### src/source/dcache_pkg.sv
package dcache_pkg;

    // address split
    localparam int ADDR_WIDTH   = 32;
    localparam int WORD_WIDTH   = 32;
    localparam int LINE_WORDS   = 4;
    localparam int OFFSET_WIDTH = 4;

    localparam int WAY_NUM = 2;

    typedef logic [WORD_WIDTH-1:0] word_t;

    // word 0 sits in the low bits
    typedef logic [LINE_WORDS*WORD_WIDTH-1:0] line_t;

    typedef logic [WORD_WIDTH/8-1:0] wstrb_t;

    typedef enum logic {
        op_read  = 1'b0,
        op_write = 1'b1
    } op_t;

    // main FSM
    typedef enum logic [2:0] {
        st_idle    = 3'd0,
        st_lookup  = 3'd1,
        st_miss    = 3'd2,
        st_replace = 3'd3,
        st_refill  = 3'd4
    } state_t;

endpackage

### src/source/dcache_refill_buffer.sv
`timescale 1ns/100ps

module dcache_refill_buffer (
    input  logic              clk,
    input  logic              resetn,
    input  logic              ret_valid,
    input  logic              ret_last,
    input  dcache_pkg::word_t ret_data,
    output dcache_pkg::line_t fill_line,
    output logic              fill_done
);

    localparam int BEAT_WIDTH = $clog2(dcache_pkg::LINE_WORDS);

    logic [BEAT_WIDTH-1:0] beat_cnt;
    dcache_pkg::line_t     line_q;

    // current beat dropped into its slot
    always_comb begin
        fill_line = line_q;
        fill_line[int'(beat_cnt) * dcache_pkg::WORD_WIDTH +: dcache_pkg::WORD_WIDTH] = ret_data;
    end

    assign fill_done = ret_valid & ret_last;

    always_ff @(posedge clk) begin
        if (!resetn) begin
            beat_cnt <= '0;
        end else if (fill_done) begin
            beat_cnt <= '0;
        end else if (ret_valid) begin
            beat_cnt <= beat_cnt + 1'b1;
        end
    end

    always_ff @(posedge clk) begin
        if (fill_done) begin
            line_q <= '0;
        end else if (ret_valid) begin
            line_q <= fill_line;
        end
    end

    // memory returns exactly one line per read
    a_last_on_fourth: assert property (@(posedge clk) disable iff (!resetn)
        ret_valid |-> (ret_last == (beat_cnt == BEAT_WIDTH'(dcache_pkg::LINE_WORDS - 1))))
        else $error("refill buffer: ret_last not on the last beat of the line");

endmodule

### config.mk
export PLATFORM = sky130hd
export DESIGN_NAME = dcache_refill_buffer
export DESIGN_NICKNAME = d
export VERILOG_FILES = /design/src/source/dcache_pkg.sv /design/src/source/dcache_refill_buffer.sv
export SDC_FILE = /design/constraint.sdc
export NUM_CORES = 1
export LEC_CHECK = 0
export ABC_AREA = 1
export BUFFER_PORTS_ARGS = -buffer_cell sky130_fd_sc_hd__buf_2
export CORE_MARGIN = 1
export CORE_UTILIZATION = 30
export CTS_BUF_LIST = sky130_fd_sc_hd__clkbuf_8 sky130_fd_sc_hd__clkbuf_16
export DETAILED_ROUTE_END_ITERATION = 10
export GPL_ROUTABILITY_DRIVEN = 0
export SLEW_MARGIN = 15
export SYNTH_ARGS = -nofsm -noshare
export SYNTH_HDL_FRONTEND = slang
export SYNTH_SLANG_ARGS = --single-unit
export TNS_END_PERCENT = 5
### constraint.sdc
create_clock -name clk -period 3.7 [get_ports clk]
set_clock_uncertainty 0.05 [all_clocks]
set_input_delay 0.185 -clock clk [delete_from_list [all_inputs] [get_ports clk]]
set_output_delay 0.185 -clock clk [all_outputs]
set_load 0.01 [all_outputs]
==> results of run 1 <==
==> metal layers <==
metal  GRT usage (%)  routed length (µm)
met5               0                  13
met4            7.47                 461
met3            5.06                1550
met2            30.7                9900
met1            27.3               10700
==> power groups by stage <==
stage | registers [mW] | logic [mW] | clock network [mW]
final | 1.45 | 0.400 | 1.74
after global placement | 1.48 | 0.402 | 0
after CTS | 1.45 | 0.403 | 1.78
after detailed placement | 1.48 | 0.401 | 0
after floorplan | 1.48 | 0.255 | 0
after global routing | 1.45 | 0.443 | 1.84
==> worst paths after layout <==
path / endpoint / slack (ps)
max: fill_line[92] / 640
max reg2reg: line_q[95] / 1200
min: beat_cnt[1] / 40
min reg2reg: line_q[76] / 400
==> critical path: cells and delay by family, from the launching register on <==
kind / cells / cell delay [ps]
AND/OR/NAND/NOR: 3 / 1210
buffers and inverters: 3 / 650
flip-flops: 1 / 310
adder cells (fa/ha/maj): 1 / 220
==> final cells by class <==
class	instances	share of cell area (%)
clock buffers	20	5.78
repair buffers	171	11.1
diodes	1	0.0310
flip-flops and latches	130	32.2
well taps	275	4.26
clock inverters	12	1.74
inverters	56	2.62
multi-input cells	849	42.2
==> cells in the mapped netlist (all sizes together) <==
cell type	instances
a21oi	2
buf	37
clkbuf	26
dfxtp	130
ha	5
inv	56
nand2	719
nand3	65
nor2	45
o21ai	13
==> stage by stage <==
step	total power [mW]	cells	area [µm²]	hold WS, ps	utilization (%)
5_1_grt	3.74	1514	8080	47.3	37.9
2_1_floorplan	1.73	1098	6580	272	-
3_3_place_gp	1.88	1481	7470	385	35.1
4_1_cts	3.63	1513	8070	22.4	37.9
3_5_place_dp	1.88	1481	7470	389	35.1
6_report	3.59	1514	8080	43.6	37.9
==> logic make-up (layout without fill, tap and decap cells) <==
family / count (synthesis) / in the layout
AND/OR/NAND/NOR: 829 / 829
flip-flops: 130 / 130
buffers and inverters: 119 / 259
AO/OA/AOI/OAI: 15 / 15
adder cells (fa/ha/maj): 5 / 5
other: 0 / 1
==> sequential cells by signal, summed over array words and instances, names as in the netlist <==
name,flops
beat_cnt,2
line_q,128
==> qor.txt, run 1 <==
FP Rows - 53
Setup slack after layout - 641 ps
Crit path kind - reg -> out
Multi-input logic area - 3410 µm²
Share of the synthesized area in the top cell type - 40.9%
Cells after Synth - 1098
Sw frac - 26.3%
Commonest non-fill, non-tap cell in the layout - nand2_1
Final TNS setup - 0 ps
Port bufs - 164
Root buf cell - clkbuf_16
Mux contribution to synthesized area - 0%
Dpl ws - 1110 ps
Area delta synth->final - 22.8%
Simple-gate area share of the yosys netlist - 49.1%
Seq/Total Area, Yosys - 39.6%
Worst-Margin Slew - 1080 ps
Clk sinks - 130
CTS tree - done
Reg area - 2600 µm²
Logic pwr share - 11.1%
Worst R2R Start - beat_cnt[0]
Layout cells sized above 1 - 18.2%
FF-to-FF path depth - 8
Initial core utilization - 30.9%
Most frequent cells in the layout - 716 x nand2_1, 164 x buf_2, 130 x dfxtp_1
H-tree levels - 4
Mean Syn Cell Area - 5.99 µm²
Max stage delay on crit path - 870 ps
CP most frequent cell - inv_2
Detailed Place HPWL - 15.7 mm
# IOs - 165
Largest net degree at the start of global routing - 131
Hold Startpoint - ret_valid
# Post-CTS Setup Buffers - 0
Adder-cell share of the synthesized area - 0.951%
FMAX - 327 MHz
Normalized max-slew margin - 27.8%
Worst-path clk slew - 60 ps
WL/cell - 14.9 µm
Worst Path Required - 3460 ps
Vias in the first global route - 6143
PwrDens - 445 nW/µm²
Core area - 21300 µm²
Syn Nets - 1139
Largest buffer count on any clock path - 2
Outcome - complete, no violations
Initial antenna violation count - 2
First-pass GRT wire length - 34.0 mm
Sequential share of power - 40.4%
Nets - 1266
Ranking of synthesized cells by area - nand2_1 41%, dfxtp_1 40%, nand3_1 4.9%
Worst setup EP type - primary output
Vias per cell - 4.56
Crit path DAT - 2820 ps
Total number of vias - 6908
Worst-Skew Late Latency - 420 ps
Synth area leader - nand2_1
Max-slew violations - 0
Die extent in x - 150 µm
Max_cap viols - 0
Yosys cell types - 18
Chip Height - 150 µm
Starting DRC count in detailed routing - 464
Total congestion overflow - 0
Hold buffers post-CTS - 0
Die area - 22500 µm²
Gr usage total - 20.2%
Startpoint types - register
1st-pass router iterations - 4
Crit share post-route - 82.7%
Fin crit period - 3060 ps
Peak VDD IR - 0.253 mV
Synthesized cell area - 6580 µm²
Post_cts resized - 0
Psw - 0.944 mW
Post-synthesis compound-gate area fraction - 1.71%
FF+latch count, synth - 130
Final ANT Viol Nets - 0
Xor and xnor area share after synthesis - 0%
Final wirelength - 22.6 mm
Fillers - 2299
First element of the critical path - beat_cnt[0]
Worst hold path depth - 3
Pint - 2.65 mW
Slowest CP cell - nor2_1
Leak - 4.81 nW
HP Class - in -> reg
Critical path cell sequence - inv_2, ha_1, inv_2, nor2_1, nand3_1, nand2_1, buf_2
RSZ-0062 raised after global routing - false
Yosys warnings - 0
DR DRC count - 0
Combinational family with the most area after synthesis - simple AND/OR/NAND/NOR gates
Clock share of power - 48.5%
Critical Path Fanout Max - 34
Final setup vio count - 0
Total CTS buffers - 17
Hold Vio Cnt, Final - 0
Power figures use the tool's default switching activity.
==> run 2, diff against run 1 <==
--- a/config.mk
+++ b/config.mk
@@ -5,7 +5,7 @@
 export SDC_FILE = /design/constraint.sdc
 export NUM_CORES = 1
 export LEC_CHECK = 0
-export ABC_AREA = 1
+export ABC_AREA = 0
 export BUFFER_PORTS_ARGS = -buffer_cell sky130_fd_sc_hd__buf_2
 export CORE_MARGIN = 1
 export CORE_UTILIZATION = 30
==> constraint.sdc (replaced) <==
create_clock -name clk -period 2.6 [get_ports clk]
set_clock_uncertainty 0.05 [all_clocks]
set_input_delay 0.13 -clock clk [delete_from_list [all_inputs] [get_ports clk]]
set_output_delay 0.13 -clock clk [all_outputs]
set_load 0.01 [all_outputs]
==> qor.txt, run 2 <==
Fillers - 1830
# IOs - 165
Root buf cell - clkbuf_16
Final wirelength - 20.0 mm
Seq/Total Area, Yosys - 44.2%
Ranking of synthesized cells by area - dfxtp_1 44%, a32o_1 27%, a22o_1 14%
GR Util met3 - 5.05%
CTS tree - done
Outcome - complete, no violations
Core area - 19000 µm²
Yosys cell types - 22
Yosys warnings - 0
Final ANT Viol Nets - 0
Critical Path Fanout Max - 12
Peak VDD IR - 0.450 mV
Final setup vio count - 0
Fin crit period - 2480 ps
HP Class - in -> reg
Die area - 20200 µm²
Worst-Skew Late Latency - 410 ps
Synthesized cell area - 5880 µm²
Final core occ - 40.9%
Port bufs - 164
Leak - 3.26 nW
Dpl ws - 231 ps
First-pass GRT wire length - 29.6 mm
Most numerous cell in the Yosys netlist - a32o_1
Worst-Margin Slew - 831 ps
Starting DRC count in detailed routing - 444
Detailed Place HPWL - 13.0 mm
Commonest non-fill, non-tap cell in the layout - buf_2
Worst hold path depth - 2
Gr usage total - 19.5%
Total CTS buffers - 17
Synth Flop Type - dfxtp_1
Worst hold endpoint - line_q[36]
Max_cap viols - 0
Worst-path clk slew - 50 ps
Total congestion overflow - 0
Worst Path Required - 2420 ps
Cells after Synth - 525
Worst setup EP type - primary output
Normalized max-slew margin - 44.6%
FMAX - 403 MHz
# diodes - 0
Initial antenna violation count - 0
Mean Syn Cell Area - 11.2 µm²
FF+latch count, synth - 130
Largest buffer count on any clock path - 2
Initial core utilization - 31.0%
Syn Nets - 566
Total number of vias - 5463
H-tree levels - 4
Vias in the first global route - 5096
Largest register by flop count - line_q
Final TNS setup - 0 ps
Clk sinks - 130
Largest register FFs - 128
FP Rows - 50
Met2 usage - 30.2%
Post-synth EDFFs - 0
Hold Startpoint - ret_data[4]
WL/cell - 21.3 µm
Crit path kind - reg -> out
Crit share post-route - 95.5%
DR DRC count - 0
PwrDens - 666 nW/µm²
GR peak layer - met2
Grt met1 use - 26.6%
Layout cells sized above 1 - 34.0%
RSZ-0062 raised after global routing - false
Crit path DAT - 2300 ps
1st-pass router iterations - 5
Worst R2R End - line_q[54]
Synth cell count leaders - 160 x a32o_1, 130 x dfxtp_1, 96 x a22o_1
FF-to-FF path depth - 5
Nets - 707
Worst R2R Start - beat_cnt[1]
Ys async rst share - 0%
Hold Vio Cnt, Final - 0
Max-slew violations - 0
Area delta synth->final - 31.8%
Die extent in x - 142 µm
Most frequent cells in the layout - 164 x buf_2, 160 x a32o_1, 129 x dfxtp_1
Vias per cell - 5.82
Share of the synthesized area in the top cell type - 44.2%
Setup slack after layout - 118 ps
Reg2Reg Setup Slack - 580 ps
Startpoint types - register
Synth area leader - dfxtp_1
Largest net degree at the start of global routing - 65
Registers with the most flip-flops - line_q: 128 flops, beat_cnt: 2 flops
Chip Height - 142 µm
[run 2: cell families after synthesis]
group           Yosys count  share of synthesized area [%]
compound gates          262                           42.0
fa+ha+maj                 5                           1.06
buf+inv                  94                           8.53
flops                   130                           44.2
simple gates             34                           4.15
[run 2: cell type report]
cell class	count	area (µm²)	share of cell area [%]
repair buffers	209	1330	17.2
multi-input cells	301	2840	36.6
flip-flops and latches	130	2600	33.6
clock inverters	12	163	2.10
clock buffers	20	467	6.02
inverters	7	26.3	0.339
well taps	260	325	4.20
[run 2: timing repair]
item	in CTS	in global routing
hold buffers	20	0
resized for setup	1	4
endpoints found under the hold margin	40	0
setup buffers	1	0
pin swaps	1	1
setup endpoints to repair	4	73
cloned	1	2
[run 2: layer usage]
layer | share of wire, % | vias up
met5 | 0 | -
met4 | 1.5 | 0
met3 | 6.3 | 21
met2 | 46 | 201
met1 | 46 | 2755
li1 | - | 2486
[run 2: worst max path at each step]
stage,from,cells after the start,end
finish,beat_cnt[1],8,fill_line[110]
global route,beat_cnt[1],7,fill_line[122]
CTS,beat_cnt[1],8,fill_line[98]
detailed placement,beat_cnt[1],4,line_q[82]
global placement,beat_cnt[1],4,line_q[90]
floorplan,beat_cnt[0],7,fill_line[100]
[run 2: power by group]
part / switching, mW / total [mW] / leakage, nW / internal, mW
registers: 0.0254 / 2.07 / 1.05 / 2.04
clock network: 0.848 / 2.51 / 0.320 / 1.67
logic: 0.354 / 0.581 / 1.89 / 0.228
[run 2: critical path, stage by stage (launching register included)]
cell and delay (ps):
dfxtp_2 330, inv_1 140, ha_4 250, buf_4 170
nor4bb_4 330, buf_4 210, buf_12 140, a22o_1 170
buf_2 140
[run 2: through the flow]
| stage | hold WS [ps] | cell area, µm² | power, mW | cells |
|---|---|---|---|---|
| 2_1_floorplan | 212 | 5880 | 2.45 | 525 |
| 3_3_place_gp | 357 | 6820 | 2.62 | 883 |
| 3_5_place_dp | 355 | 6820 | 2.64 | 883 |
| 4_1_cts | 45.4 | 7690 | 5.18 | 937 |
| 5_1_grt | 59.1 | 7750 | 5.36 | 939 |
| 6_report | 55.6 | 7750 | 5.16 | 939 |
==> run 3, diff against run 2 <==
--- a/config.mk
+++ b/config.mk
@@ -5,10 +5,9 @@
 export SDC_FILE = /design/constraint.sdc
 export NUM_CORES = 1
 export LEC_CHECK = 0
-export ABC_AREA = 0
-export BUFFER_PORTS_ARGS = -buffer_cell sky130_fd_sc_hd__buf_2
+export BUFFER_PORTS_ARGS = -buffer_cell sky130_fd_sc_hd__clkbuf_2
 export CORE_MARGIN = 1
-export CORE_UTILIZATION = 30
+export CORE_UTILIZATION = 33
 export CTS_BUF_LIST = sky130_fd_sc_hd__clkbuf_8 sky130_fd_sc_hd__clkbuf_16
 export DETAILED_ROUTE_END_ITERATION = 10
 export GPL_ROUTABILITY_DRIVEN = 0
==> qor.txt, run 3 (synthesis gave the netlist of run 2 again) <==
CTS tree - done
Chip Height - 136 µm
Registers with the most flip-flops - line_q: 128 flops, beat_cnt: 2 flops
Normalized max-slew margin - 47.7%
Die area - 18400 µm²
Clk sinks - 130
Core area - 17400 µm²
Psw - 1.25 mW
Dpl ws - 267 ps
RSZ-0062 raised after global routing - false
Final wirelength - 19.4 mm
Worst setup EP type - primary output
Placed Cells - 850
Outcome - complete, no violations
Worst Path Required - 2420 ps
GR peak layer - met2
Startpoint types - register
Sequential share of power - 38.4%
Root buf cell - clkbuf_16
Grt met1 use - 28.0%
Hold Vio Cnt, Final - 0
Vias in the first global route - 5186
HP Class - in -> reg
Critical Path Fanout Max - 22
Starting DRC count in detailed routing - 592
1st-pass router iterations - 5
Hold_ws - 53.0 ps
Total number of vias - 5541
FP Rows - 48
Met2 usage - 33.2%
Port bufs - 164
Area delta synth->final - 30.7%
H-tree levels - 4
Largest buffer count on any clock path - 2
First-pass GRT wire length - 29.7 mm
Largest register FFs - 128
Max-slew violations - 0
Peak VDD IR - 0.473 mV
Leak - 3.16 nW
Fin crit period - 2520 ps
Fin cells - 903
Crit share post-route - 97.0%
Total CTS buffers - 17
DR DRC count - 0
# IOs - 165
PwrDens - 700 nW/µm²
Die extent in x - 136 µm
WL/cell - 21.5 µm
Reg2Reg Setup Slack - 480 ps
Layout cells sized above 1 - 33.8%
Largest register by flop count - line_q
Worst-Margin Slew - 785 ps
Logic pwr share - 10.9%
Initial core utilization - 33.9%
Crit path DAT - 2340 ps
FMAX - 397 MHz
Most frequent cells in the layout - 164 x clkbuf_2, 160 x a32o_1, 130 x dfxtp_1
Fillers - 1619
Setup slack after layout - 78.7 ps
Total Power - 5.38 mW
Worst-path clk slew - 60 ps
Worst-Skew Late Latency - 430 ps
Gr usage total - 21.5%
Final ANT Viol Nets - 0
Clock share of power - 50.6%
Nets - 706
Commonest non-fill, non-tap cell in the layout - clkbuf_2
# Post-CTS Setup Buffers - 0
Final TNS setup - 0 ps
Detailed Place HPWL - 13.0 mm
Initial antenna violation count - 0
Max_cap viols - 0
Largest net degree at the start of global routing - 46
Crit path kind - reg -> out
GR Util met3 - 5.46%
Total congestion overflow - 0
# diodes - 0
Pint - 4.13 mW
Sw frac - 23.3%
Vias per cell - 6.14
Final setup vio count - 0
==> run 3: path summary, 6_finish.rpt <==
kind	startpoint	endpoint	cells after the start
min reg2reg	line_q[96]	line_q[96]	1
max	beat_cnt[1]	fill_line[31]	7
min	ret_data[4]	line_q[4]	2
max reg2reg	beat_cnt[1]	line_q[19]	6
==> run 3: routing by layer <==
layer / part of all wire (%) / vias to the layer above
met5: 0 / -
met4: 2.7 / 0
met3: 7.5 / 34
met2: 47 / 232
met1: 43 / 2796
li1: - / 2479
==> run 3: final cells by class <==
cell class              instances  area, µm²  area share, %
well taps                     225        282           3.66
repair buffers                208       1270           16.5
clock inverters                 9        174           2.26
flip-flops and latches        130       2600           33.8
clock buffers                  23        508           6.60
inverters                       7       26.3          0.342
multi-input cells             301       2830           36.8
==> run 3: worst max-delay path, stage by stage (launching register included) <==
cell      delay, ps
dfxtp_1         370
inv_1           100
ha_2            410
buf_6           240
and4bb_4        270
buf_12          170
a22o_1          200
clkbuf_2        150
==> run 3: timing repair <==
action | in CTS | in global routing
pin swaps | 0 | 0
endpoints found under the hold margin | 40 | 0
hold buffers | 20 | 0
setup endpoints to repair | 32 | 36
gates cloned | 1 | 0
resized for setup | 3 | 1
==> run 3: through the flow <==
stage | instance area [µm²] | utilization (%)
4_1_cts | 7690 | 44.3
6_report | 7690 | 44.3
2_1_floorplan | 5880 | -
3_5_place_dp | 6760 | 39.0
3_3_place_gp | 6760 | 39.0
5_1_grt | 7690 | 44.3
==> run 3: power by group through the flow <==
stage                     Sequential (mW)  Combinational [mW]  Clock (mW)
after detailed placement             2.11               0.525           0
after global routing                 2.07               0.629        2.86
after CTS                            2.07               0.584        2.77
after floorplan                      2.10               0.344           0
final                                2.07               0.588        2.72
after global placement               2.11               0.510           0
