[src/source/dcache_pkg.sv]
package dcache_pkg;

    // address split
    localparam int ADDR_WIDTH   = 32;
    localparam int WORD_WIDTH   = 32;
    localparam int LINE_WORDS   = 4;
    localparam int OFFSET_WIDTH = 4;

    localparam int WAY_NUM = 2;

    typedef logic [WORD_WIDTH-1:0] word_t;

    // word 0 sits in the low bits
    typedef logic [LINE_WORDS*WORD_WIDTH-1:0] line_t;

    typedef logic [WORD_WIDTH/8-1:0] wstrb_t;

    typedef enum logic {
        op_read  = 1'b0,
        op_write = 1'b1
    } op_t;

    // main FSM
    typedef enum logic [2:0] {
        st_idle    = 3'd0,
        st_lookup  = 3'd1,
        st_miss    = 3'd2,
        st_replace = 3'd3,
        st_refill  = 3'd4
    } state_t;

endpackage

[src/source/dcache_ctrl.sv]
`timescale 1ns/100ps

module dcache_ctrl #(
    parameter int INDEX_WIDTH = 8,
    localparam int TAG_WIDTH = dcache_pkg::ADDR_WIDTH - INDEX_WIDTH - dcache_pkg::OFFSET_WIDTH
) (
    input  logic                                clk,
    input  logic                                resetn,
    // pipe side
    input  logic                                valid,
    input  dcache_pkg::op_t                     op,
    input  logic [TAG_WIDTH-1:0]                tag,
    input  logic [INDEX_WIDTH-1:0]              index,
    input  logic [dcache_pkg::OFFSET_WIDTH-1:0] offset,
    input  dcache_pkg::wstrb_t                  wstrb,
    input  dcache_pkg::word_t                   wdata,
    output logic                                addr_ok,
    output logic                                data_ok,
    output dcache_pkg::word_t                   rdata,
    // arrays
    input  logic                                hit,
    input  logic                                hit_way,
    input  logic [TAG_WIDTH-1:0]                victim_tag,
    input  logic                                victim_dirty,
    input  dcache_pkg::line_t                   hit_line,
    input  dcache_pkg::line_t                   victim_line,
    input  dcache_pkg::line_t                   fill_line,
    input  logic                                fill_done,
    output logic                                rd_en,
    output logic [INDEX_WIDTH-1:0]              rd_index,
    output logic [TAG_WIDTH-1:0]                lookup_tag,
    output logic                                victim_way,
    output logic                                wr_en,
    output logic                                wr_way,
    output logic [INDEX_WIDTH-1:0]              wr_index,
    output logic [TAG_WIDTH-1:0]                wr_tag,
    output logic                                wr_dirty,
    output dcache_pkg::line_t                   wr_line,
    output logic [dcache_pkg::OFFSET_WIDTH-3:0] wr_word,
    output dcache_pkg::wstrb_t                  wr_wstrb,
    output dcache_pkg::word_t                   wr_wdata,
    output logic                                wr_merge,
    // memory side
    input  logic                                rd_rdy,
    input  logic                                wr_rdy,
    output logic                                rd_req,
    output logic [dcache_pkg::ADDR_WIDTH-1:0]   rd_addr,
    output logic                                wr_req,
    output logic [dcache_pkg::ADDR_WIDTH-1:0]   wr_addr,
    output dcache_pkg::line_t                   wr_data
);

    dcache_pkg::state_t state;

    // accepted request
    dcache_pkg::op_t                     req_op;
    logic [TAG_WIDTH-1:0]                req_tag;
    logic [INDEX_WIDTH-1:0]              req_index;
    logic [dcache_pkg::OFFSET_WIDTH-1:0] req_offset;
    dcache_pkg::wstrb_t                  req_wstrb;
    dcache_pkg::word_t                   req_wdata;

    logic              lookup_hit;
    logic              write_hit;
    logic              fill_write;
    dcache_pkg::line_t src_line;

    assign lookup_hit = (state == dcache_pkg::st_lookup) && hit;
    assign write_hit  = lookup_hit && (req_op == dcache_pkg::op_write);
    assign fill_write = (state == dcache_pkg::st_refill) && fill_done;

    // read hit lets the next request in behind it
    assign addr_ok = valid && ((state == dcache_pkg::st_idle) ||
                               (lookup_hit && (req_op == dcache_pkg::op_read)));
    assign data_ok = lookup_hit || fill_write;

    always_ff @(posedge clk) begin
        if (addr_ok) begin
            req_op     <= op;
            req_tag    <= tag;
            req_index  <= index;
            req_offset <= offset;
            req_wstrb  <= wstrb;
            req_wdata  <= wdata;
        end
    end

    always_ff @(posedge clk) begin
        if (!resetn) begin
            state      <= dcache_pkg::st_idle;
            victim_way <= 1'b0;
        end else begin
            case (state)
                dcache_pkg::st_idle: begin
                    if (addr_ok) begin
                        state <= dcache_pkg::st_lookup;
                    end
                end
                dcache_pkg::st_lookup: begin
                    if (!hit) begin
                        state <= dcache_pkg::st_miss;
                    end else if (!addr_ok) begin
                        state <= dcache_pkg::st_idle;
                    end
                end
                dcache_pkg::st_miss: begin
                    // clean victim skips the write-back
                    if (!victim_dirty || wr_rdy) begin
                        state <= dcache_pkg::st_replace;
                    end
                end
                dcache_pkg::st_replace: begin
                    if (rd_rdy) begin
                        state <= dcache_pkg::st_refill;
                    end
                end
                dcache_pkg::st_refill: begin
                    if (fill_done) begin
                        state      <= dcache_pkg::st_idle;
                        victim_way <= victim_way + 1'b1;
                    end
                end
                default: begin
                    state <= dcache_pkg::st_idle;
                end
            endcase
        end
    end

    // array lookup starts on accept
    assign rd_en      = addr_ok;
    assign rd_index   = index;
    assign lookup_tag = req_tag;

    assign src_line = (state == dcache_pkg::st_refill) ? fill_line : hit_line;
    assign rdata    = src_line[int'(req_offset[dcache_pkg::OFFSET_WIDTH-1:2]) *
                               dcache_pkg::WORD_WIDTH +: dcache_pkg::WORD_WIDTH];

    // store hit and line fill share one write port
    assign wr_en    = write_hit || fill_write;
    assign wr_way   = write_hit ? hit_way : victim_way;
    assign wr_index = req_index;
    assign wr_tag   = req_tag;
    assign wr_dirty = (req_op == dcache_pkg::op_write);
    assign wr_line  = src_line;
    assign wr_word  = req_offset[dcache_pkg::OFFSET_WIDTH-1:2];
    assign wr_wstrb = req_wstrb;
    assign wr_wdata = req_wdata;
    assign wr_merge = (req_op == dcache_pkg::op_write);

    assign rd_req  = (state == dcache_pkg::st_replace);
    assign rd_addr = {req_tag, req_index, {dcache_pkg::OFFSET_WIDTH{1'b0}}};

    assign wr_req  = (state == dcache_pkg::st_miss) && victim_dirty;
    assign wr_addr = {victim_tag, req_index, {dcache_pkg::OFFSET_WIDTH{1'b0}}};
    assign wr_data = victim_line;

    // a request taken during the write-back would reload the victim
    a_wr_req_held: assert property (@(posedge clk) disable iff (!resetn)
        wr_req && !wr_rdy |=> wr_req && $stable(wr_addr) && $stable(wr_data))
        else $error("ctrl: write-back dropped or changed before wr_rdy");

endmodule

[config.mk]
export PLATFORM = sky130hd
export DESIGN_NAME = dcache_ctrl
export DESIGN_NICKNAME = d
export VERILOG_FILES = /design/src/source/dcache_pkg.sv /design/src/source/dcache_ctrl.sv
export SDC_FILE = /design/constraint.sdc
export NUM_CORES = 1
export LEC_CHECK = 0
export BUFFER_PORTS_ARGS = -buffer_cell sky130_fd_sc_hd__buf_2
export CAP_MARGIN = 20
export CORE_AREA = 2 2 365 367
export DETAILED_ROUTE_END_ITERATION = 16
export DIE_AREA = 0 0 367 369
export PLACE_DENSITY = 0.3
export SLEW_MARGIN = 5
export SYNTH_ARGS = -nofsm -noshare
export SYNTH_HDL_FRONTEND = slang
export SYNTH_SLANG_ARGS = --single-unit
[constraint.sdc]
create_clock -name clk -period 14.6 [get_ports clk]
set_input_delay 2.19 -clock clk [delete_from_list [all_inputs] [get_ports clk]]
set_output_delay 2.19 -clock clk [all_outputs]
set_load 0.01 [all_outputs]
==> impl_metrics.ini, run 1 <==
[grt]
grtUsageTotal_pct = 6.320
grt.overflow.total = 0
grt_max_degree = 110
grt_pass1_vias = 6463
grt_pass1_wl_um = 57270
antenna_found_initial = 20

[cts]
hold_buffers = 0
clkSinkCount = 71
cts-resized-gates = 0
worstSkewPairLatency_ns = 0.38
root_buffer = clkbuf_16
path_clk_slew_ns = 0.06
cts_buffer_depth = 2
cts_tree = built
htreeDepth = 3
cts_buffers = 9
cts_setup_buffers = 0

[floorplanning]
std_cell_rows = 133
coreArea_mm2 = 0.1311
start_util_pct = 5.750
die_area_mm2 = 0.1354
die_y_um = 369
die_x_um = 367
ioPinCount = 938

[placed_design]
post-place-ws_ns = 8.414
place_congestion = 0.7328
io_buffer_count = 631
dp_cells = 2732
hpwl_um = 40610

[synth]
synthArstFlopShare_pct = 0
ys_seq_area_share_pct = 27.75
synth_area_leader_cell = edfxtp_1
syn_inst = 584
synthFlopType = edfxtp_1
synth_edf_count = 67
syn_avg_cell_area_um2 = 12.91
ys_top_cells_by_area = edfxtp_1 (27%), buf_4 (24%), mux2_2 (22%)
synth_cell_types = 32
yosysMostFrequentCell = buf_4
ys_warn_count = 0
netlist_top_cells_count = buf_4 (237), mux2_2 (144), edfxtp_1 (67)
synthDominantCellAreaShare_pct = 26.68
synth_area_mm2 = 0.007540
ys_ff_latch = 71

[worst_setup_path]
arrival_ns = 4.11
path_max_fanout = 109
cp-end-kind = output port
critPathLaunchType = flip-flop
cp.required_ns = 12.41
worstSetupPathType = reg -> out

[power_and_ir_drop]
p_leak_nw = 4.525
irDropWorstVdd_v = 0.00005869
power.density_mw_per_mm2 = 88.13
finalPower_w = 0.001011

[run_status]
status = completed

[timing]
drv_slew = 0
setup_tns_ns = 0
finalSetupViolCount = 0
skew_ns = 0.02053
period_share_pct = 43.15
holdWs_ns = 0.6373
fin_crit_ns = 6.301
rsz0062_at_grt = false
setup_ws_ns = 8.299
max_slew_margin_pct = 51.06
tightest_slew_ns = 0.7340
final_hold_viol_count = 0
timing.fmax_ghz = 0.1587

[route]
drtIter0Drc = 211
drt_first_pass_iters = 4
detail-route-antenna-nets = 0
wl_per_cell_um = 16.47
vias_per_cell = 2.300
wirelength_um = 45300
vias = 6326
route.detailed.drc = 0

[cells_and_area]
layout-drive-gt1-share_pct = 88.62
fill_cells = 15400
final_nets = 1470
area_growth_pct = 52.07
fin_cells = 2751

[min_path]
min_path_type = reg -> reg

[flow_run]
maxCapViolations = 0
## worst max-delay path: stages (launching register included)
cell     delay (ns)
dfxtp_1        0.47
nor3b_4        0.22
buf_4          0.49
buf_4          0.66
buf_12         0.53
mux4_2         0.67
mux2_2         0.29
buf_2          0.14
## stage by stage
stage,util [%],instance area (µm²)
floorplan,-,7566
CTS,8.738,11460
finish,8.744,11470
global placement,8.475,11110
global route,8.740,11460
detailed placement,8.475,11110
## cell families (layout without fill, tap and decap cells)
family / Yosys count / in the layout / synth area share, %
buf+inv: 256 / 658 / 25.26
compound gates: 6 / 6 / 0.5476
simple gates: 22 / 22 / 1.859
mux: 227 / 227 / 44.42
flops: 71 / 71 / 27.75
xor+xnor: 1 / 1 / 0.1162
other cells: 1 / 11 / 0.04974
## cells in the final DEF, fill, tap and decap left out
| cell | instances |
|---|---|
| a21boi_0 | 2 |
| a32oi_1 | 1 |
| and2_1 | 2 |
| and3b_1 | 1 |
| buf_12 | 1 |
| buf_2 | 631 |
| buf_4 | 9 |
| bufinv_16 | 3 |
| clkbuf_1 | 1 |
| clkbuf_16 | 9 |
| clkinv_4 | 2 |
| conb_1 | 8 |
| dfxtp_1 | 4 |
| diode_2 | 3 |
| edfxtp_1 | 67 |
| inv_1 | 1 |
| inv_6 | 1 |
| mux2_2 | 144 |
| mux2_4 | 17 |
| mux2i_1 | 2 |
| mux4_1 | 3 |
| mux4_2 | 61 |
| nand2_1 | 7 |
| nand2b_1 | 1 |
| nand3b_1 | 1 |
| nor2_1 | 2 |
| nor2b_1 | 3 |
| nor3b_1 | 2 |
| nor3b_4 | 1 |
| nor4b_2 | 1 |
| nor4bb_1 | 1 |
| o21ai_0 | 2 |
| o21bai_1 | 1 |
| xnor2_1 | 1 |
## power breakdown
group | total (W) | leakage [nW] | internal, W | switching (W)
Sequential | 0.000298 | 0.672 | 0.000271 | 0.0000274
Clock | 0.000274 | 0.167 | 0.000169 | 0.000106
Combinational | 0.000438 | 3.69 | 0.000196 | 0.000242
## registers in the layout, summed over array words and instances (netlist names)
register / flops
lookup_tag: 20
req_offset: 2
state: 3
victim_way: 1
wr_dirty: 1
wr_index: 8
wr_wdata: 32
wr_wstrb: 4
## layout make-up
type	instances	area, µm²	share of cell area (%)
diodes	3	7.507	0.06547
clock inverters	6	116.4	1.015
flip-flops and latches	71	2092	18.25
inverters	1	3.754	0.03274
clock buffers	10	229.0	1.997
well taps	1755	2196	19.15
multi-input cells	264	3576	31.19
repair buffers	641	3246	28.31
## per-layer routing
metal  vias up  track usage [%]  share of wire (%)
met2       455            10.57                 47
met1      2994            7.191                 39
met4        20            1.931                2.4
met5         -           0.6766               0.53
li1       2770                -                  -
met3        87            2.719                 11
## path summary, 6_finish.rpt
check | start | endpoint | slack, ns | cells past startpoint
min | victim_way$_SDFFE_PN0P_ | victim_way$_SDFFE_PN0P_ | 0.64 | 2
max | state[2]$_SDFFE_PN0P_ | rdata[21] | 8.30 | 7
max reg2reg | wr_dirty$_DFFE_PN_ | lookup_tag[2]$_DFFE_PN_ | 12.31 | 5
min reg2reg | victim_way$_SDFFE_PN0P_ | victim_way$_SDFFE_PN0P_ | 0.64 | 2
No activity file was read; power rests on OpenSTA's default activity.
==> run 2: changes to the inputs <==
Settings changed: CORE_AREA 2 2 365 367 to 2 2 366 368, DIE_AREA 0 0 367 369 to 0 0 368 370.
Clock period 14.6 ns to 5.25 ns, I/O delays scaled along.
==> run 2 against run 1 <==
Effect of this change:
- global-route usage increased by 0.38 points
- utilization about the same
- power increased to 2.8 times the previous value
- register-to-register slack got worse by 9.5 ns
- sequential share of layout area decreased by 0.20 points
- wire length increased by 6.2%
- sequential power increased to 2.8 times the previous value
- final cell count increased by 0.73%
- clock-buffer cell count unchanged
- via count increased by 1.3%
- worst hold slack got worse by 0.057 ns
- critical endpoint is now rdata[3]
==> impl_metrics.ini, run 2 (same netlist as run 1, synthesis figures left out) <==
[route]
met1_length_um = 19480
drtIter0Drc = 138
vias_per_cell = 2.313
wirelength_um = 48120
met3_wirelength_um = 5232
drt_first_pass_iters = 4
wl_per_cell_um = 17.37
route.detailed.drc = 0
top_layer_used = met5
detail-route-antenna-nets = 0
vias = 6409
wl_met2_um = 22600

[cells_and_area]
seqCellArea_mm2 = 0.002092
multi_input_comb_area_mm2 = 0.003585
layout_commonest_cell = buf_2
final_cell_mix = buf_2 (631), mux2_2 (144), edfxtp_1 (67)
largest_register_ff_count = 32
fill_cells = 15520
fin_util_pct = 8.754
layout-drive-gt1-share_pct = 88.70
area_growth_pct = 53.78
fin_cells = 2771
final_nets = 1477

[timing]
period_share_pct = 73.09
rsz0062_at_grt = false
timing.fmax_ghz = 0.2606
setup_tns_ns = 0
tightest_slew_ns = 0.7132
finalSetupViolCount = 0
max_slew_margin_pct = 52.46
drv_slew = 0
final_hold_viol_count = 0
skew_ns = 0.01615
fin_crit_ns = 3.837

[worst_setup_path]
path_max_fanout = 18
reg2reg_depth = 5
rr_endpoint = lookup_tag[13]$_DFFE_PN_
cp.required_ns = 4.46
r2r-start = wr_dirty$_DFFE_PN_
worstSetupPathType = reg -> out
path_cells = nor3b_4 > buf_4 > mux4_1 > mux2_2 > buf_2
arrival_ns = 3.05
critPathLaunchType = flip-flop
slowest_stage = nor3b_4
cp_top_family = multiplexers
rrSetupSlack_ns = 2.81
worst_path_largest_cell_delay_ns = 0.65
cp-end-kind = output port
cp.depth = 5
cp_num_buf_inv = 2

[placed_design]
dp_cells = 2752
io_buffer_count = 631
hpwl_um = 42840
place_congestion = 0.7234

[grt]
grt_pass1_wl_um = 60520
grt_max_degree = 66
grtUsageTotal_pct = 6.697
antenna_found_initial = 25
grt_pass1_vias = 6607
grt.overflow.total = 0

[cts]
path_clk_slew_ns = 0.08
clkSinkCount = 71
cts_tree = built
cts_buffer_depth = 2
worstSkewPairLatency_ns = 0.38
cts_buffers = 9
hold_buffers = 0
root_buffer = clkbuf_16
htreeDepth = 3
cts-resized-gates = 0
cts_setup_buffers = 0

[min_path]
worstHoldStart = tag[7]
hold_end = lookup_tag[7]$_DFFE_PN_
min_path_type = in -> reg
min_path_cells = 1

[power_and_ir_drop]
finalPower_w = 0.002815
power.density_mw_per_mm2 = 242.8
irDropWorstVdd_v = 0.0001430
p_leak_nw = 4.570

[floorplanning]
die_x_um = 368
coreArea_mm2 = 0.1325
die_y_um = 370
std_cell_rows = 134
ioPinCount = 938
start_util_pct = 5.692
die_area_mm2 = 0.1362

[run_status]
status = completed

[flow_run]
maxCapViolations = 0
run 2: worst max-delay path by stage:
stage / start / to / slack (ns)
5_1_grt: state[2]$_SDFFE_PN0P_ / rdata[13] / 1.18
3_5_place_dp: state[2]$_SDFFE_PN0P_ / rdata[3] / 1.63
2_1_floorplan: hit / rd_en / 0.88
4_1_cts: state[2]$_SDFFE_PN0P_ / rdata[3] / 1.18
3_3_place_gp: state[2]$_SDFFE_PN0P_ / rdata[3] / 1.62
6_report: state[2]$_SDFFE_PN0P_ / rdata[3] / 1.41
run 2: per-layer routing:
layer / GRT usage [%] / vias to the layer above
met5: 0 / -
met4: 1.460 / 18
met3: 2.823 / 78
met1: 7.985 / 3072
li1: - / 2788
met2: 11.14 / 453
run 2: worst reg2reg max path: cells and delay by family (launching register included):
family                 cells  cell delay, ns
AOI/OAI and AO/OA          1            0.13
DFF                        1            0.50
buffers and inverters      3            1.17
and+or+nand+nor            1            0.22
run 2: power by group:
part	internal [W]	switching, W
clock network	0.000420	0.000309
logic	0.000554	0.000699
registers	0.000753	0.0000806
run 2: area by class of cell:
cell class                      instances  share of cell area [%]
Clock inverter                          6                  0.7985
Multi-Input combinational cell        264                   30.92
Antenna cell                            3                 0.06475
Inverter                                1                 0.03237
Sequential cell                        71                   18.04
Tap cell                             1768                   19.08
Clock buffer                           10                   1.975
Timing Repair Buffer                  648                   29.09
run 2: through the flow:
| step | hold WS (ns) | area, µm² | setup WS, ns |
|---|---|---|---|
| 3_5_place_dp | 0.6069 | 11270 | 1.628 |
| 4_1_cts | 0.5421 | 11590 | 1.182 |
| 3_3_place_gp | 0.5992 | 11270 | 1.616 |
| 2_1_floorplan | 0.6045 | 7581 | 0.8846 |
| 6_report | 0.5807 | 11590 | 1.413 |
| 5_1_grt | 0.5540 | 11590 | 1.177 |
==> run 3: changes to the inputs <==
Settings changed: ABC_AREA from default to 1, CORE_AREA 2 2 366 368 to 2 2 364 366, DIE_AREA 0 0 368 370 to 0 0 366 368.
Clock period 5.25 ns to 3.8 ns, I/O delays scaled along.
==> run 3 against run 2 <==
Effect of this change:
- final cell count increased by 12%
- register-to-register slack got worse by 1.3 ns
- design area decreased by 9.7%
- utilization decreased by 0.75 points
- clock-buffer cell count unchanged
- wire length increased by 57%
- sequential share of layout area increased by 1.9 points
- combinational power increased by 90%
- flip-flop and latch count unchanged
- synthesized cell count increased by 60%
- non-clock buffer count increased by 9
==> impl_metrics.ini, run 3 <==
[synth]
synth_area_leader_cell = edfxtp_1
ys_seq_area_share_pct = 32.45
yosysMostFrequentCell = nand2_1
synth_edf_count = 67
syn_avg_cell_area_um2 = 6.881
syn_inst = 937
synthFlopType = edfxtp_1
ys_warn_count = 0
synth_area_mm2 = 0.006447
netlist_top_cells_count = nand2_1 (397), buf_4 (235), nor2_1 (73)
synthArstFlopShare_pct = 0
synth_cell_types = 23
ys_ff_latch = 71
ys_top_cells_by_area = edfxtp_1 (31%), buf_4 (27%), nand2_1 (23%)
synthDominantCellAreaShare_pct = 31.21

[grt]
grt.overflow.total = 0
busiest_layer = met2
grt_pass1_vias = 7733
grt.met1_usage_pct = 10.69
antenna_found_initial = 25
grt_max_degree = 80
grtUsageTotal_pct = 10.69
grt_use_met2_pct = 18.30
grt_util_met3_pct = 7.335
grt_pass1_wl_um = 91600

[timing]
finalSetupViolCount = 0
holdWs_ns = 0.3834
fin_crit_ns = 3.217
setup_ws_ns = 0.5826
rsz0062_at_grt = false
skew_ns = 0.008990
timing.fmax_ghz = 0.3108
setup_tns_ns = 0
drv_slew = 0
period_share_pct = 84.67
final_hold_viol_count = 0

[cells_and_area]
fill_cells = 15690
area_growth_pct = 62.35
final_nets = 1825
seqCellArea_mm2 = 0.002092
layout_commonest_cell = buf_2
largest_register_ff_count = 32
final_cell_mix = buf_2 (631), nand2_1 (397), nor2_1 (73)
layout-drive-gt1-share_pct = 50.30
multi_input_comb_area_mm2 = 0.002441

[cts]
cts_setup_buffers = 0
root_buffer = clkbuf_16
path_clk_slew_ns = 0.06
cts_buffers = 9
clkSinkCount = 71
cts_tree = built
hold_buffers = 0
htreeDepth = 3
cts-resized-gates = 0
worstSkewPairLatency_ns = 0.36
cts_buffer_depth = 2

[route]
detail-route-antenna-nets = 0
wirelength_um = 75560
vias = 7788
vias_per_cell = 2.509
drtIter0Drc = 246
route.detailed.drc = 0
drt_first_pass_iters = 5
wl_per_cell_um = 24.34

[flow_run]
maxCapViolations = 0

[floorplanning]
std_cell_rows = 133
die_y_um = 368
ioPinCount = 938
die_x_um = 366
die_area_mm2 = 0.1347
coreArea_mm2 = 0.1308
start_util_pct = 4.929

[placed_design]
place_congestion = 0.8853
io_buffer_count = 631
post-place-ws_ns = 0.8016
hpwl_um = 69400

[worst_setup_path]
cp-end-kind = output port
cp.required_ns = 3.23
worstSetupPathType = reg -> out
path_max_fanout = 30
critPathLaunchType = flip-flop
arrival_ns = 2.65

[min_path]
min_path_type = in -> reg

[power_and_ir_drop]
finalPower_w = 0.004365
power.density_mw_per_mm2 = 417.1
irDropWorstVdd_v = 0.0003424
p_leak_nw = 4.906

[run_status]
status = completed
[run 3: worst paths after layout]
path | depth (start not counted) | slack (ns) | to | start
hold reg to reg | 2 | 0.51 | victim_way$_SDFFE_PN0P_ | victim_way$_SDFFE_PN0P_
hold / removal | 1 | 0.38 | lookup_tag[15]$_DFFE_PN_ | tag[15]
setup reg to reg | 8 | 1.55 | wr_index[5]$_DFFE_PN_ | state[2]$_SDFFE_PN0P_
setup / recovery | 10 | 0.58 | rdata[4] | state[1]$_SDFFE_PN0P_
[run 3: report_power, final]
part	switching, W	leakage (nW)	internal (W)	total (W)
Clock	0.000351	0.128	0.000439	0.000790
Sequential	0.000114	0.666	0.00110	0.00121
Combinational	0.00161	4.11	0.000751	0.00237
Total	0.00208	4.91	0.00229	0.00437
[run 3: cell type report]
class / count / share of cell area [%]
Sequential cell: 71 / 19.99
Inverter: 12 / 0.5020
Tap cell: 1755 / 20.98
Multi-Input combinational cell: 592 / 23.32
Timing Repair Buffer: 657 / 32.63
Clock inverter: 6 / 0.3705
Antenna cell: 1 / 0.02391
Clock buffer: 10 / 2.187
[run 3: per-stage QoR]
stage	std cells	utilization (%)	cell area, µm²
after floorplan	944	-	6474
after global placement	3087	7.796	10200
after detailed placement	3087	7.796	10200
after CTS	3103	8.001	10470
after global routing	3103	8.001	10470
final	3104	8.003	10470
[run 3: critical path, stage by stage (launching register included)]
cell and delay [ns]:
dfxtp_1 0.36, nor2_2 0.28, nand2_8 0.13, inv_6 0.25, buf_12 0.28, buf_12 0.21, nand2_1 0.08, nand3_1 0.07
o21ai_1 0.16, o22ai_1 0.25, buf_2 0.17
[run 3: cell families after synthesis]
group / Yosys count / synth area share (%)
compound gates: 103 / 8.733
buf+inv: 281 / 30.43
flops: 71 / 32.45
other cells: 1 / 0.05816
simple gates: 481 / 28.33
[run 3: per-layer routing]
metal,part of all wire (%),vias up
met5,0.038,-
met4,1.8,4
met3,16,64
met2,48,667
met1,34,3482
li1,-,3571
